**config.mk**
```make
export PLATFORM = sky130hd
export DESIGN_NAME = icache_replace
export DESIGN_NICKNAME = d
export VERILOG_FILES = /design/src/icache_pkg.sv /design/src/icache_replace.sv
export SDC_FILE = /design/constraint.sdc
export NUM_CORES = 1
export LEC_CHECK = 0
export ABC_AREA = 1
export BUFFER_PORTS_ARGS = -buffer_cell sky130_fd_sc_hd__buf_2
export CORE_MARGIN = 3
export CORE_UTILIZATION = 40
export DETAILED_ROUTE_END_ITERATION = 12
export HOLD_SLACK_MARGIN = 0.03
export SETUP_SLACK_MARGIN = 0.02
export SYNTH_ARGS = -nofsm -noshare
export SYNTH_HDL_FRONTEND = slang
export SYNTH_SLANG_ARGS = --single-unit
```
**constraint.sdc**
```tcl
create_clock -name clk -period 2.2 [get_ports clk]
set_input_delay 0.33 -clock clk [delete_from_list [all_inputs] [get_ports clk]]
set_output_delay 0.33 -clock clk [all_outputs]
set_load 0.1 [all_outputs]
```
**src/icache_pkg.sv**
```systemverilog
`default_nettype none

package icache_pkg;

	// one instruction or memory word
	typedef logic [31:0] word_t;

	// byte address on both the fetch and the memory side
	typedef logic [31:0] addr_t;

	// default geometry, the top level passes these down as parameters
	localparam int DEFAULT_WAYS       = 2;  // associativity
	localparam int DEFAULT_SETS       = 64; // sets per way
	localparam int DEFAULT_LINE_WORDS = 4;  // words per line

endpackage

`default_nettype wire

```
**src/icache_replace.sv**
```systemverilog
`default_nettype none

module icache_replace #(
	parameter int WAYS = icache_pkg::DEFAULT_WAYS,
	parameter int SETS = icache_pkg::DEFAULT_SETS
)(
	input  logic                                          clk,
	input  logic                                          reset,
	input  logic [$clog2(SETS)-1:0]                       index,
	input  logic                                          fill,
	output logic [((WAYS > 1) ? $clog2(WAYS) : 1)-1:0]    victim
);

	localparam int WAY_WIDTH = (WAYS > 1) ? $clog2(WAYS) : 1;
	localparam logic [WAY_WIDTH-1:0] LAST_WAY = WAY_WIDTH'(WAYS - 1);

	logic [WAY_WIDTH-1:0] ptr [SETS]; // victim pointer per set
	logic [WAY_WIDTH-1:0] next_ptr;

	// round robin step with wrap
	always_comb
	begin
		if (ptr[index] == LAST_WAY)
		begin
			next_ptr = '0;
		end
		else
		begin
			next_ptr = ptr[index] + WAY_WIDTH'(1);
		end
	end

	// every pointer starts at way 0
	always_ff @(posedge clk)
	begin
		if (reset)
		begin
			for (int s = 0; s < SETS; s++)
			begin
				ptr[s] <= '0;
			end
		end
		else if (fill)
		begin
			ptr[index] <= next_ptr; // only the set being filled moves
		end
	end

	assign victim = ptr[index];

endmodule

`default_nettype wire

```
# After elaboration in Yosys (flattened, before gate mapping)
# Memories as Yosys holds them, arrays and structs flattened.
# Cells that the tools add are included.
[totals] reg_bits=0 ram_bits=64 inputBits=9 out_inout_bits=1 word_cells=12 mem_count=1
[classes] add_sub_neg=1 muxes=9 n_reduce_logical=1
[mem_list] name="ptr" words=64 word_bits=1 rd=1 rd_ports_with_merged_regs=0 write_ports=64 line="icache_replace.sv:17" text="logic [WAY_WIDTH-1:0] ptr [SETS];"
[ops] operator="1-bit two-way mux" count=8
[ops] operator="6-bit two-way mux" count=1
[ops] operator="1-bit adder (second input constant)" count=1
[ops] operator="1-bit OR reduction" count=1

# Longest topological paths before layout
[logic_depth] depth_word=5 ltp_mapped=16 ltp_nobuf=12

# Least setup slack after synthesis
# OpenSTA, ideal clock, no wires.
[synth_path] path_type="input -> register" startpoint="input port index[2]" endpoint="memory ptr[51] in the netlist's numbering (data pin)" setup_ns=0.278 arrival_ns=1.754 required_time_ns=1.922 path_slack_ns=0.168 path_stages=11 n_path_buf=2 cell_sequence="buf_2 inv_1 nor2_1 nand3_1 nand2_1 o21ai_0 nand2_1 nor2_1 nand2_1 buf_2 nor2_1"
[synth_lines] item="start: declaration" line="icache_replace.sv:9" text="input logic [$clog2(SETS)-1:0] index,"
[synth_lines] item="end: declaration" line="icache_replace.sv:17"

# Worst setup path in the final report
[layout_path] startpoint="memory ptr[34] in the netlist's numbering" endpoint="output port victim"
[layout_between] elab_chain_len=1
[layout_lines] item="memory read 64 x 1 bit"
[layout_lines] item="end: declaration" line="icache_replace.sv:11" text="output logic [((WAYS > 1) ? $clog2(WAYS) : 1)-1:0] victim"
# No other way between the ends.

==> qor.csv <==
stage,metric,value,unit
cells_and_area,regMostFlops,ptr,
cells_and_area,top_regs,ptr (64),
global_routing,grt_usage,0.1904,
timing,finalSetupViolCount,0,
synthesis,ys_seq_elements,64,
setup_path,end_kind,output port,
floorplan,initial_core_util,0.4167,
route,first_pass_iters,5,
route,top_layer_used,met4,
timing,fmax,472.2,MHz
cells_and_area,final_core_util,0.4798,
floorplan,die_x,102.0,um
cells_and_area,largest_reg_flops,64,
run_status,status,completed,
power_and_ir_drop,vdd_drop_max,0.3249,mV
timing,fin_worst_skew,0.007932,ns
clocking,tritoncts.num_buffers,9,
timing,min_period,2.118,ns
placed_design,routabilityCongestion,0.8805,
synthesis,avgSynthCellArea,7.479,um^2
timing,hold_slack,0.6049,ns
timing,slew_headroom,0.5481,
synthesis,netlist_instances,493,
floorplan,die_area,0.01041,mm^2
setup_path,path_class,reg -> out,
timing,timing.final.crit_share,0.9627,
worst_hold_path,hp-class,in -> reg,
floorplan,fp.dieH,102.0,um
floorplan,io_pins,10,
route,postRouteAntennaNets,0,
global_routing,grt_overflow,0,
route,wl_met1,4096,um
setup_path,arrival,1.79,ns
clocking,cts.sinks,64,
synthesis,yosys-top-cells-area,"edfxtp_1, nand2_1, nor2_1",
clocking,clk_pin_slew,0.07,ns
setup_path,reg2reg_slack,0.25,ns
timing,setup_tns,0,ns
global_routing,grt_max_degree,65,
timing,worst_slack,0.08209,ns
global_routing,grt_pass1_vias,3056,
clocking,htree_num_levels,3,
setup_path,critical_path.max_fanout,2,
synthesis,synth_area_leader_cell,edfxtp_1,
cells_and_area,final_cell_mix,"nand2_1, nor2_1, edfxtp_1",
setup_path,worst_setup_path_start_kind,register,
route,route.met3.wl,462,um
clocking,cts_tree,built,
cells_and_area,final_layout_size_suffix_gt1_frac,0.1447,
placed_design,dp_hpwl,6064,um
synthesis,ys_warn_count,0,
power_and_ir_drop,leakagePower,0.002007,uW
job,drv_cap,0,
timing,rsz0062_at_grt,no,
route,met2_length,4155,um
setup_path,startpoint,ptr[34]$_SDFFCE_PN0P_,
cells_and_area,area_growth,15.13,%
route,wl_per_cell,13.85,um
placed_design,io_buffers,9,
power_and_ir_drop,power_density,619.8,mW/mm^2
placed_design,dp_slack,-0.09173,ns
route,drc,0,
cells_and_area,num_antenna_cells,0,
route,wirelength,8866,um
global_routing,grt_pass1_wl,15100,um
cells_and_area,mostFrequentLayoutCell,nand2_1,
global_routing,grt_antenna_before_repair,0,
timing,final_hold_viol_count,0,
route,drt_iter0_drc,274,
cells_and_area,fin_nets,537,
setup_path,regToRegStartpoint,ptr[34]$_SDFFCE_PN0P_,
floorplan,num_rows,34,
setup_path,required,1.87,ns
clocking,holdBufCountCts,0,
clocking,ctsLongestPathBuffers,2,
synthesis,mappedNetlistArea,0.003687,mm^2
timing,final_max_slew_viol_count,0,
worst_hold_path,min_from,index[4],
route,avgViaCountPerCell,4.939,
clocking,clock_latency,0.35,ns
clocking,ctsRootBufferMaster,clkbuf_8,
synthesis,syn_nets,502,
synthesis,seq_area_frac_synth,0.5212,
route,dr_total_vias,3161,
clocking,cts_setup_buffers,0,
timing,worstMarginPinSlew,0.6778,ns
synthesis,yosysTopAreaCellShare,0.5212,
synthesis,yosysUniqueCellTypes,19,
floorplan,core-area,0.008848,mm^2
[per-layer routing]
metal | vias up | GRT usage
met5 | - | 0
met4 | 0 | 0.07366
met3 | 12 | 0.03140
met2 | 71 | 0.3028
met1 | 1470 | 0.2614
li1 | 1608 | -
[cell usage after synthesis]
library cell / n
inv_2: 2
nor2_1: 85
buf_6: 6
clkbuf_1: 8
nor4_1: 1
o21ai_1: 3
or2_0: 1
buf_4: 4
inv_1: 30
buf_2: 7
o21ai_0: 2
nor4_2: 1
or2_2: 4
nand2_1: 252
nor3_1: 4
edfxtp_1: 64
o211ai_1: 5
nand3_1: 11
nor3_2: 3
[layout make-up]
type | instances | area [um^2]
tap | 108 | 135.1
fill | 887 | 4603
inverter | 32 | 120.1
timing repair buffer | 49 | 412.9
clock buffer | 10 | 127.6
sequential | 64 | 1922
clock inverter | 5 | 25.02
multi-input combinational | 372 | 1503
[stage by stage]
| stage | total power, uW | instances | cell area (um^2) |
|---|---|---|---|
| 6_report | 2631 | 640 | 4245 |
| 2_1_floorplan | 1682 | 493 | 3687 |
| 3_5_place_dp | 1799 | 625 | 4058 |
| 4_1_cts | 2640 | 640 | 4219 |
| 5_1_grt | 2751 | 640 | 4245 |
| 3_3_place_gp | 1795 | 625 | 4058 |
[where the power goes]
| group | switching (uW) | total, uW | internal [uW] |
|---|---|---|---|
| sequential | 12.7 | 1390 | 1380 |
| clock | 454 | 845 | 391 |
| combinational | 260 | 394 | 134 |
[worst paths after layout]
check / endpoint / cells past startpoint
worst max-delay path: victim / 8
worst min-delay path: ptr[29]$_SDFFCE_PN0P_ / 5
worst max register to register: ptr[57]$_SDFFCE_PN0P_ / 10
worst min register to register: ptr[8]$_SDFFCE_PN0P_ / 8
[worst max-delay path, cell delays in order (launching register included)]
cell      delay, ns
edfxtp_1       0.37
or2_2          0.28
nand3_1        0.06
nand2_1        0.09
o21ai_2        0.17
nand2_1        0.08
nor2_1         0.12
nand2_2        0.10
buf_12         0.17
[what timing repair did]
action	in CTS	in global routing
gates resized for setup	4	8
endpoints found under the setup margin	1	1
pin swaps	0	3
[logic make-up (layout without fill, tap and decap cells)]
kind of cell,count (synthesis),after routing,synth area share
flip-flops,64,64,0.5212
buffers and inverters,57,96,0.07669
AO/OA/AOI/OAI,10,10,0.01697
AND/OR/NAND/NOR,362,362,0.3851
Note: power is estimated with default switching activity, not from simulation.
