## config.mk

```make
export PLATFORM = sky130hd
export DESIGN_NAME = icache_refill
export DESIGN_NICKNAME = d
export VERILOG_FILES = /design/src/icache_pkg.sv /design/src/icache_refill.sv
export SDC_FILE = /design/constraint.sdc
export NUM_CORES = 1
export LEC_CHECK = 0
export ABC_AREA = 1
export ABC_CLOCK_PERIOD_IN_PS = 3100
export BUFFER_PORTS_ARGS = -buffer_cell sky130_fd_sc_hd__clkbuf_2
export CAP_MARGIN = 10
export CORE_MARGIN = 2
export CORE_UTILIZATION = 40
export DETAILED_ROUTE_END_ITERATION = 7
export GPL_TIMING_DRIVEN = 1
export PLACE_DENSITY = 0.7
export SYNTH_ARGS = -nofsm -noshare
export SYNTH_HDL_FRONTEND = slang
export SYNTH_SLANG_ARGS = --single-unit
```

## constraint.sdc

```tcl
create_clock -name clk -period 3.1 [get_ports clk]
set_input_delay 0.155 -clock clk [delete_from_list [all_inputs] [get_ports clk]]
set_output_delay 0.155 -clock clk [all_outputs]
set_load 0.01 [all_outputs]
```

## src/icache_pkg.sv

```systemverilog
`default_nettype none

package icache_pkg;

	// one instruction or memory word
	typedef logic [31:0] word_t;

	// byte address on both the fetch and the memory side
	typedef logic [31:0] addr_t;

	// default geometry, the top level passes these down as parameters
	localparam int DEFAULT_WAYS       = 2;  // associativity
	localparam int DEFAULT_SETS       = 64; // sets per way
	localparam int DEFAULT_LINE_WORDS = 4;  // words per line

endpackage

`default_nettype wire

```

## src/icache_refill.sv

```systemverilog
`default_nettype none

module icache_refill #(
	parameter int LINE_WORDS = icache_pkg::DEFAULT_LINE_WORDS
)(
	input  logic                                  clk,
	input  logic                                  reset,
	input  logic                                  fill_start,
	input  icache_pkg::addr_t                     line_base,
	output logic                                  mem_req,
	output icache_pkg::addr_t                     mem_addr,
	input  logic                                  mem_addr_ok,
	input  logic                                  mem_data_ok,
	input  icache_pkg::word_t                     mem_rdata,
	output logic                                  line_write,
	output icache_pkg::word_t [LINE_WORDS-1:0]    line_data
);

	localparam int OFFSET_WIDTH = $clog2(LINE_WORDS);
	localparam int CNT_WIDTH    = OFFSET_WIDTH + 1;
	localparam logic [CNT_WIDTH-1:0] LAST_WORD = CNT_WIDTH'(LINE_WORDS - 1);
	localparam logic [CNT_WIDTH-1:0] ALL_WORDS = CNT_WIDTH'(LINE_WORDS);

	logic                               busy;
	icache_pkg::addr_t                  base_q;   // line aligned base of the miss
	logic [CNT_WIDTH-1:0]               addr_cnt; // addresses accepted so far
	logic [CNT_WIDTH-1:0]               data_cnt; // words returned so far
	icache_pkg::word_t [LINE_WORDS-1:0] line_q;
	logic                               addr_take;
	logic                               data_last;

	// addresses run from offset zero upward, independent of the data side
	assign mem_req   = busy && (addr_cnt != ALL_WORDS);
	assign mem_addr  = base_q | (icache_pkg::addr_t'(addr_cnt) << 2);
	assign addr_take = mem_req & mem_addr_ok;

	// returned data arrives in request order, so data_cnt is the word slot
	assign data_last = busy && mem_data_ok && (data_cnt == LAST_WORD);

	always_ff @(posedge clk)
	begin
		if (reset)
		begin
			busy       <= 1'b0;
			addr_cnt   <= '0;
			data_cnt   <= '0;
			line_write <= 1'b0;
		end
		else
		begin
			line_write <= data_last; // one cycle after the last word
			if (fill_start)
			begin
				busy     <= 1'b1;
				addr_cnt <= '0;
				data_cnt <= '0;
			end
			else if (busy)
			begin
				if (addr_take)
				begin
					addr_cnt <= addr_cnt + CNT_WIDTH'(1);
				end
				if (mem_data_ok)
				begin
					data_cnt <= data_cnt + CNT_WIDTH'(1);
				end
				if (data_last)
				begin
					busy <= 1'b0; // idle again while line_write is high
				end
			end
		end
	end

	// line buffer and base
	always_ff @(posedge clk)
	begin
		if (fill_start)
		begin
			base_q <= line_base;
		end
		if (busy && mem_data_ok)
		begin
			line_q[data_cnt[OFFSET_WIDTH-1:0]] <= mem_rdata;
		end
	end

	assign line_data = line_q;

endmodule

`default_nettype wire

```

Word level (Yosys, flattened, before mapping)

Index checks and enable logic that the tools add are counted.

Logic and storage cells: 30
Memory bits (writable): 0
Bits in read-only memories: 0
Bits of input ports: 69
Latch bits: 0
Register bits: 168
Memories kept: 0
Output and inout port bits: 162

Multiply operators: 0
Divide/modulo/power cells: 0
Equal/unequal tests: 2
$add $sub $neg: 2
Shift operators: 0
Bitwise gates (word level): 2
Magnitude comparators: 2
Reductions and logical operators: 7
Muxes and demuxes: 6

Operators by type and width:

| operator              | count |
|---|---|
| $bwmux W128           | 1 |
| $demux W32 S2         | 1 |
| $mux W32              | 1 |
| $or A32 B5 Y32        | 1 |
| $add A3 B1 Y3 const B | 2 |
| $logic_and A1 B1 Y1   | 4 |
| $reduce_and A2 Y1     | 2 |
| $eq A3 B2 Y1 const B  | 1 |
| $lt A2 B3 Y1 const B  | 1 |
| $mux W1               | 3 |
| $ne A3 B3 Y1 const B  | 1 |
| $ge A2 B1 Y1 const B  | 1 |
| $reduce_or A2 Y1      | 1 |
| $and A1 B1 Y1         | 1 |

Depth between registers and ports, before layout

Gate-level depths: netlist of the first run.

Word-level depth: 5
Gate-level depth with buffers: 7
Mapped depth without buffers: 7

Worst setup path after synthesis of the first run

Ideal clock, no wire load.

Path type: register -> register
From: register data_cnt[0] (netlist name)
To: register line_q (netlist bit line_data[0]), enable pin
Setup time: 0.421 ns
Data arrival time: 1.938 ns
Data required time: 2.679 ns
Setup slack: 0.741 ns
Period minus slack after synthesis: 2.359 ns
Buffers on the path: 0
Cell stages (with the launch flop): 5
Cells stage by stage: dfxtp_1 -> inv_1 -> ha_1 -> inv_1 -> nor2_1

RTL lines:

| element                        | line                | text |
|---|---|---|
| end signal: indexed assignment | icache_refill.sv:85 | `line_q[data_cnt[OFFSET_WIDTH-1:0]] <= mem_rdata;` |
| end: declaration               | icache_refill.sv:28 | `icache_pkg::word_t [LINE_WORDS-1:0] line_q;` |

==> impl_metrics.toml, run 1 <==
[status]
status = "completed"

[placement]
placedCellCount = 632
place_congestion = 0.772
io_buffers = 230
hpwl_um = 7650
placed_area_sq_um = 6690

[critical_path]
start_kind = "register"
critPathCaptureType = "register"
arrival_ps = 2020
crit_path_max_fanout = 21
crit_type = "reg -> reg"
worstPathRequired_ps = 3220

[power_and_ir_drop]
ir_worst_vdd_mv = 0.333
p_int_w = 0.00384
combPwrFrac_pct = 5.2
seqPwrFrac_pct = 53.6
clkPwrFrac_pct = 41.2
total_power_w = 0.00479
p_per_area_nw_per_um2 = 606
p_sw_share_pct = 19.9
p_leak_nw = 3.20
switchingPower_w = 0.000954

[logic_synthesis]
synth_top_family_by_area = "buffers and inverters"
synth_nets = 331
synthMuxAreaShare_pct = 0
synth_fa_ha_area_share_pct = 1.59
synth.yosys.seq_area_share_pct = 90.2
netlist_instances = 255
ys.warnings.count = 0
synth-simple-area-share_pct = 2.23
yosys.area.top_type = "edfxtp_1"
synth_area_sq_um = 5510
synthDistinctLibCells = 15
avgSynthCellArea_sq_um = 21.6
ys_seq_elements = 168
synth_compound_area_share_pct = 0.909
synth_top_cell_area_share_pct = 87.3
synth-xor-area-share_pct = 0
synthTopCellsByArea = "edfxtp_1, buf_4, dfxtp_1, ha_1, nand2_1"

[routing]
wire_per_inst_um = 16.4
via_count = 3183
drt_iter0_drc = 228
totalWireLength_um = 12000
firstDrtPassIters = 4
drtAntennaViolNets = 0
drcViolationCount = 0
avgViaCountPerCell = 4.37

[grt]
grt_max_degree = 35
grt_pass1_wl_um = 16900
grt_use_total_pct = 16.1
grt_pass1_vias = 3176
grt-ovfl-total = 0
antenna_found_initial = 0

[min_path]
hp-class = "in -> reg"

[floorplan]
die_x_um = 121
start_util_pct = 41.3
coreArea_sq_um = 13300
die_h_um = 121
row_count = 42
ios = 231
die_area_sq_um = 14700

[finish]
final_common_cell = "clkbuf_2"
drive_above_1_share_pct = 49.2
fill_cells = 1016
finalNonFillerCells = 729
nets = 616
areaGrowthSynthToFinish_pct = 43.6
diodes = 0
layout_common_cells = "clkbuf_2, edfxtp_1, dlygate4sd3_1"
final_area_sq_um = 7910

[sta]
setup_viol = 0
period_needed_ps = 1910
slew_viol_final = 0
finalSetupTns_ps = 0
rsz0062_at_grt = "false"
finClkSkew_ps = 7.01
final_hold_viol_count = 0
whs_ps = 102
period_share_pct = 61.5
tightest_slew_ps = 1040
fmax_mhz = 524
slew_headroom_pct = 30.5

[clock_network]
clock-sinks = 168
cts_setup_buffers = 0
numCtsBuffers = 17
cts.htree.levels = 4
cts.clk_slew.worst_paths_ps = 60
cts_tree = "yes"
clk_path_buf_depth = 2
clock_latency_ps = 420
root_buffer = "clkbuf_16"

[job]
drv_cap = 0
## synth_stat cells
cell,instances
nand3_1,1
buf_6,1
or2_2,3
a21oi_1,5
inv_2,1
buf_4,29
a211oi_2,2
nand2_2,1
or2_1,1
ha_1,7
inv_1,13
nor2_1,9
nand2_1,14
dfxtp_1,8
edfxtp_1,160
## kinds of logic (layout without fill, tap and decap cells)
family / after synthesis / in the layout
adder cells (fa/ha/maj): 7 / 7
AND/OR/NAND/NOR: 29 / 29
flip-flops: 168 / 168
buffers and inverters: 44 / 342
AO/OA/AOI/OAI: 7 / 7
## critical path, stage by stage, from the launching register on
cell and delay, ps:
dfxtp_1 380, ha_1 200, inv_1 70, nor2_4 600
buf_4 340
## layer usage
metal / routed length, um / GRT usage (%)
met5: 0 / 0
met4: 260 / 7.54
met3: 770 / 5.22
met2: 6280 / 27.7
met1: 4660 / 18.0
## final timing paths
check / from / end / slack, ps / cells past startpoint
max reg2reg: data_cnt[0]$_SDFFE_PP0N_ / line_data[114]$_DFFE_PP_ / 1190 / 4
max: data_cnt[0]$_SDFFE_PP0N_ / line_data[114]$_DFFE_PP_ / 1190 / 4
min: mem_addr_ok / addr_cnt[0]$_SDFFE_PP0P_ / 100 / 5
min reg2reg: data_cnt[0]$_SDFFE_PP0N_ / data_cnt[0]$_SDFFE_PP0N_ / 520 / 2
## power groups by stage
stage	Clock [W]	Combinational (W)	Sequential (W)
finish	0.00197	0.000250	0.00257
global route	0.00211	0.000268	0.00257
CTS	0.00201	0.000249	0.00257
detailed placement	0	0.000182	0.00262
global placement	0	0.000178	0.00261
floorplan	0	0.0000837	0.00262
## what timing repair did
item                      in CTS  in global routing
hold buffers                  65                  0
hold endpoints to repair     162                  0
resized for setup              0                  0
## metrics by stage
stage,worst slack (ps),utilization [%]
floorplan,741,-
CTS,1150,59.2
finish,1190,59.2
detailed placement,1160,50.1
global route,1030,59.2
global placement,1230,50.1
## registers in the layout, indices dropped and copies added, names as in the netlist
| signal | flops |
|---|---|
| line_data | 128 |
| base_q | 32 |
| addr_cnt | 3 |
| data_cnt | 3 |
| busy | 1 |
| line_write | 1 |
## layout make-up
type / instances / area (sq um) / area share, %
inverter: 14 / 52.6 / 0.665
sequential: 168 / 4960 / 62.8
clock buffer: 23 / 510 / 6.46
timing repair buffer: 296 / 1810 / 22.9
multi-input combinational: 43 / 290 / 3.67
clock inverter: 9 / 57.6 / 0.728
tap: 176 / 220 / 2.79
No activity file was read; power rests on OpenSTA's default activity.
==> run 2: changes to the inputs <==
Settings changed: ABC_CLOCK_PERIOD_IN_PS 3100 to 2000.
Clock period 3.1 ns to 2 ns, I/O delays scaled along.
==> run 2 against run 1 <==
Net effect:
- global-route usage grew 1.0 points
- sequential share of layout area fell by 0.80 points
- clock power up 66%
- cell area up 1.3%
- critical endpoint is now mem_req
- largest power group unchanged
==> impl_metrics.toml, run 2 (same netlist as run 1, synthesis figures left out) <==
[min_path]
min_from = "mem_addr_ok"
holdPathEnd = "addr_cnt[1]$_SDFFE_PP0P_"
holdPathStages = 5
hp-class = "in -> reg"

[grt]
grt_max_degree = 34
grt-ovfl-total = 0
grt_pass1_wl_um = 18000
grt_pass1_vias = 3328
antenna_found_initial = 0
grt_use_total_pct = 17.1

[sta]
whs_ps = 80.9
final_hold_viol_count = 0
tightest_slew_ps = 429
rsz0062_at_grt = "false"
period_share_pct = 78.1
finClkSkew_ps = 8.66
period_needed_ps = 1560
slew_headroom_pct = 71.4
slew_viol_final = 0
fmax_mhz = 640
setup_viol = 0

[finish]
largest_register_ffs = 128
drive_above_1_share_pct = 49.6
nets = 622
final_common_cell = "clkbuf_2"
layout_common_cells = "clkbuf_2, edfxtp_1, dlygate4sd3_1"
areaGrowthSynthToFinish_pct = 45.4
fill_cells = 997
multi_input_area_sq_um = 290
diodes = 0
finalNonFillerCells = 735
regArea_sq_um = 4960

[clock_network]
cts.htree.levels = 4
numCtsBuffers = 17
clock-sinks = 168
cts_tree = "yes"
clk_path_buf_depth = 2
cts-resized-gates = 0
root_buffer = "clkbuf_16"
clock_latency_ps = 420
cts.clk_slew.worst_paths_ps = 60

[routing]
drt_iter0_drc = 242
drcViolationCount = 0
avgViaCountPerCell = 4.44
wire_per_inst_um = 16.9
totalWireLength_um = 12400
via_count = 3267
firstDrtPassIters = 4
drtAntennaViolNets = 0

[placement]
placedCellCount = 638
hpwl_um = 8010
io_buffers = 230
place_congestion = 0.760

[critical_path]
reg2reg_from = "data_cnt[0]$_SDFFE_PP0N_"
crit_type = "reg -> out"
arrival_ps = 1460
r2r-end = "line_data[100]$_DFFE_PP_"
start_kind = "register"
critPathCaptureType = "output port"
r2r_setup_slack_ps = 510
ff2ff_path_depth = 4
worstPathRequired_ps = 1900
crit_path_max_fanout = 4

[floorplan]
die_h_um = 121
coreArea_sq_um = 13300
die_area_sq_um = 14700
ios = 231
die_x_um = 121
start_util_pct = 41.3
row_count = 42

[power_and_ir_drop]
p_per_area_nw_per_um2 = 955
ir_worst_vdd_mv = 0.490
p_leak_nw = 3.23

[job]
drv_cap = 0

[status]
status = "completed"
## run 2: cell count changes in the layout (fill, tap and decap cells not counted), sizes merged
cell      delta
buf          +6
bufinv       +3
clkbuf       -2
clkinv       -1
clkinvlp     +5
inv          -5
## run 2: layer usage
layer  vias to the layer above  part of all wire [%]  GRT usage (%)
met5                         -                     0              0
met4                         0                   3.3           9.27
met3                        35                   7.2           5.31
met2                       154                    52           29.0
met1                      1577                    37           19.2
li1                       1501                     -              -
## run 2: repair_timing
action | CTS | global route
endpoints found under the hold margin | 162 | 0
hold buffers | 65 | 0
setup buffers | 0 | 0
## run 2: area by class of cell
cell class	instances	share of cell area, %
repair buffers	302	23.5
clock inverters	11	1.86
inverters	14	0.656
multi-input cells	43	3.63
clock buffers	21	5.63
flip-flops and latches	168	62.0
well taps	176	2.75
## run 2: worst max path at each step
stage                                          end                startpoint  cells after the start
after detailed placement  line_data[110]$_DFFE_PP_  data_cnt[0]$_SDFFE_PP0N_                      4
final                                      mem_req  addr_cnt[0]$_SDFFE_PP0P_                      6
after global routing                       mem_req  addr_cnt[0]$_SDFFE_PP0P_                      6
after floorplan             line_data[0]$_DFFE_PP_  data_cnt[0]$_SDFFE_PP0N_                      4
after global placement    line_data[110]$_DFFE_PP_  data_cnt[0]$_SDFFE_PP0N_                      4
after CTS                                  mem_req  addr_cnt[0]$_SDFFE_PP0P_                      6
## run 2: through the flow
step                utilization [%]  setup WS (ps)  instance area (sq um)  TNS [ps]  power (W)
floorplan                         -           -359                   5510    -45360    0.00419
global placement               50.6            540                   6760         0    0.00434
detailed placement             50.6            480                   6760         0    0.00435
CTS                            60.0            438                   8010         0    0.00770
global route                   60.0            314                   8010         0    0.00789
finish                         60.0            438                   8010         0    0.00765
## run 2: power breakdown
group / internal (W) / switching (W)
logic: 0.000199 / 0.000199
clock network: 0.00200 / 0.00127
registers: 0.00395 / 0.0000314
total: 0.00615 / 0.00150
## run 2: critical path: stages (launching register included)
cell and delay (ps):
dfxtp_1 410, inv_1 100, ha_1 200, nand2_1 80, nand2_1 70, inv_1 50, clkbuf_2 140
==> run 3: changes to the inputs <==
Settings changed: ABC_AREA 1 to 0, ABC_CLOCK_PERIOD_IN_PS 2000 to 1500.
Clock period 2 ns to 1.5 ns, I/O delays scaled along.
==> run 3 against run 2 <==
Net effect:
- final cell count decreased by 1.4%
- cell area increased by 0.63%
- count of clock-buffer cells in the layout is 4 lower
- combinational power rose by 38%
- largest power group unchanged
- highest routed layer unchanged
- core utilization is 0.38 points higher
- synthesized area increased by 0.34%
- register-to-register slack got worse by 390 ps
- routed wire length fell by 1.3%
==> impl_metrics.toml, run 3 <==
[critical_path]
r2r_setup_slack_ps = 120
crit_type = "reg -> out"
r2r-end = "data_cnt[2]$_SDFFE_PP0N_"
critPathCaptureType = "output port"
crit_path_max_fanout = 3
reg2reg_from = "data_cnt[1]$_SDFFE_PP0N_"
start_kind = "register"
arrival_ps = 1380
ff2ff_path_depth = 4
worstPathRequired_ps = 1420

[finish]
diodes = 0
nets = 613
layout_common_cells = "clkbuf_2, edfxtp_1, dlygate4sd3_1"
areaGrowthSynthToFinish_pct = 45.8
drive_above_1_share_pct = 52.3
largest_register_ffs = 128
final_area_sq_um = 8060
finalNonFillerCells = 725
final_common_cell = "clkbuf_2"

[logic_synthesis]
synth.yosys.seq_area_share_pct = 89.9
synth_ff_type = "edfxtp_1"
synth_top_cell_area_share_pct = 87.0
synth_nets = 318
synth_compound_area_share_pct = 1.22
synthMuxAreaShare_pct = 0.181
synth-xor-area-share_pct = 0.159
synth_fa_ha_area_share_pct = 1.59
synth.most_common_cell = "edfxtp_1"
postSynth.asyncResetShare_pct = 0
synthDistinctLibCells = 28
yosys.area.top_type = "edfxtp_1"
ys_top_cells_by_count = "edfxtp_1, buf_4, dfxtp_1"
ys.warnings.count = 0
synth_edf_count = 160
synth_top_family_by_area = "buffers and inverters"
avgSynthCellArea_sq_um = 22.8
synth_area_sq_um = 5530
synthTopCellsByArea = "edfxtp_1, buf_4, dfxtp_1, ha_1, and3_2"
synth-simple-area-share_pct = 2.29
ys_seq_elements = 168
netlist_instances = 242

[routing]
avgViaCountPerCell = 4.52
drt_iter0_drc = 180
drcViolationCount = 0
firstDrtPassIters = 6
wire_per_inst_um = 16.9
drtAntennaViolNets = 0
via_count = 3276
totalWireLength_um = 12300

[sta]
slew_viol_final = 0
finClkSkew_ps = 6.02
final_hold_viol_count = 0
timing.final.ws_setup_ps = 48.4
setup_viol = 0
period_needed_ps = 1450
tightest_slew_ps = 272
period_share_pct = 96.8
slew_headroom_pct = 81.8
fmax_mhz = 689
whs_ps = 31.0

[min_path]
holdPathStages = 4
hp-class = "in -> reg"
holdPathEnd = "busy$_SDFF_PP0_"
min_from = "mem_data_ok"

[floorplan]
die_h_um = 122
die_x_um = 122
coreArea_sq_um = 13300
ios = 231
start_util_pct = 41.4
row_count = 42
die_area_sq_um = 14800

[clock_network]
cts_tree = "yes"
cts.clk_slew.worst_paths_ps = 60
clock-sinks = 168
cts.htree.levels = 4
clock_latency_ps = 410
numCtsBuffers = 17
clk_path_buf_depth = 2
root_buffer = "clkbuf_16"

[placement]
io_buffers = 230
placedCellCount = 625
hpwl_um = 8080
dp_slack_ps = 116
place_congestion = 0.733
placed_area_sq_um = 6780

[grt]
antenna_found_initial = 0
grt_use_total_pct = 16.9
grt_max_degree = 33
grt-ovfl-total = 0
grt_pass1_vias = 3291
grt_pass1_wl_um = 18000

[power_and_ir_drop]
total_power_w = 0.0100
ir_worst_vdd_mv = 0.574
p_per_area_nw_per_um2 = 1250
p_leak_nw = 3.25

[job]
drv_cap = 0

[status]
status = "completed"
-- run 3: logic make-up after synthesis --
| kind of cell | after synthesis |
|---|---|
| AOI/OAI and AO/OA | 8 |
| xor gates and xnor gates | 1 |
| adders and majority gates | 7 |
| buffers and inverters | 37 |
| DFF | 168 |
| muxes | 1 |
| and+or+nand+nor | 20 |
-- run 3: layout make-up --
type	instances	area [sq um]
Inverter	7	31.3
Clock buffer	17	425
Fill cell	975	5290
Timing Repair Buffer	306	1960
Clock inverter	14	150
Sequential cell	168	4970
Multi-Input combinational cell	37	303
Tap cell	176	220
-- run 3: timing repair --
item                                    in CTS  in global routing
endpoints found under the setup margin       1                  1
buffers inserted                             2                  1
pin swaps                                    1                  1
hold buffers                                66                  0
hold endpoints to repair                   168                  0
gates cloned                                 0                  0
resized for setup                            5                  1
-- run 3: worst max-delay path, stage by stage, from the launching register on --
cell,delay [ps]
dfxtp_2,340
inv_2,50
ha_2,180
a21bo_4,220
clkinv_4,60
clkbuf_8,120
-- run 3: metrics by stage --
step	utilization, %	setup TNS (ps)
floorplan	-	0
global placement	50.8	0
detailed placement	50.8	0
CTS	60.3	0
global route	60.4	-4.57
finish	60.4	0
-- run 3: how the worst max path moves through the flow --
stage,startpoint,endpoint,depth (start not counted)
final,addr_cnt[0]$_SDFFE_PP0P_,mem_req,5
after global placement,data_cnt[0]$_SDFFE_PP0N_,data_cnt[2]$_SDFFE_PP0N_,4
after global routing,addr_cnt[1]$_SDFFE_PP0P_,mem_req,5
after detailed placement,data_cnt[1]$_SDFFE_PP0N_,data_cnt[2]$_SDFFE_PP0N_,4
after floorplan,data_cnt[0]$_SDFFE_PP0N_,line_data[64]$_DFFE_PP_,3
after CTS,busy$_SDFF_PP0_,mem_req,4
-- run 3: layer usage --
layer  part of all wire, %  wire, um  GRT usage, %
met1                    38      4660          19.5
met2                    49      6070          27.9
met3                    11      1320          7.12
met4                   1.8       224          7.33
met5                     0         0             0
-- run 3: power by group --
group          leakage, nW  switching, W  internal [W]  total (W)
Combinational         1.45      0.000264      0.000284   0.000548
Sequential            1.54     0.0000380       0.00526    0.00530
Clock                0.266       0.00173       0.00245    0.00418
Total                 3.25       0.00203       0.00800     0.0100
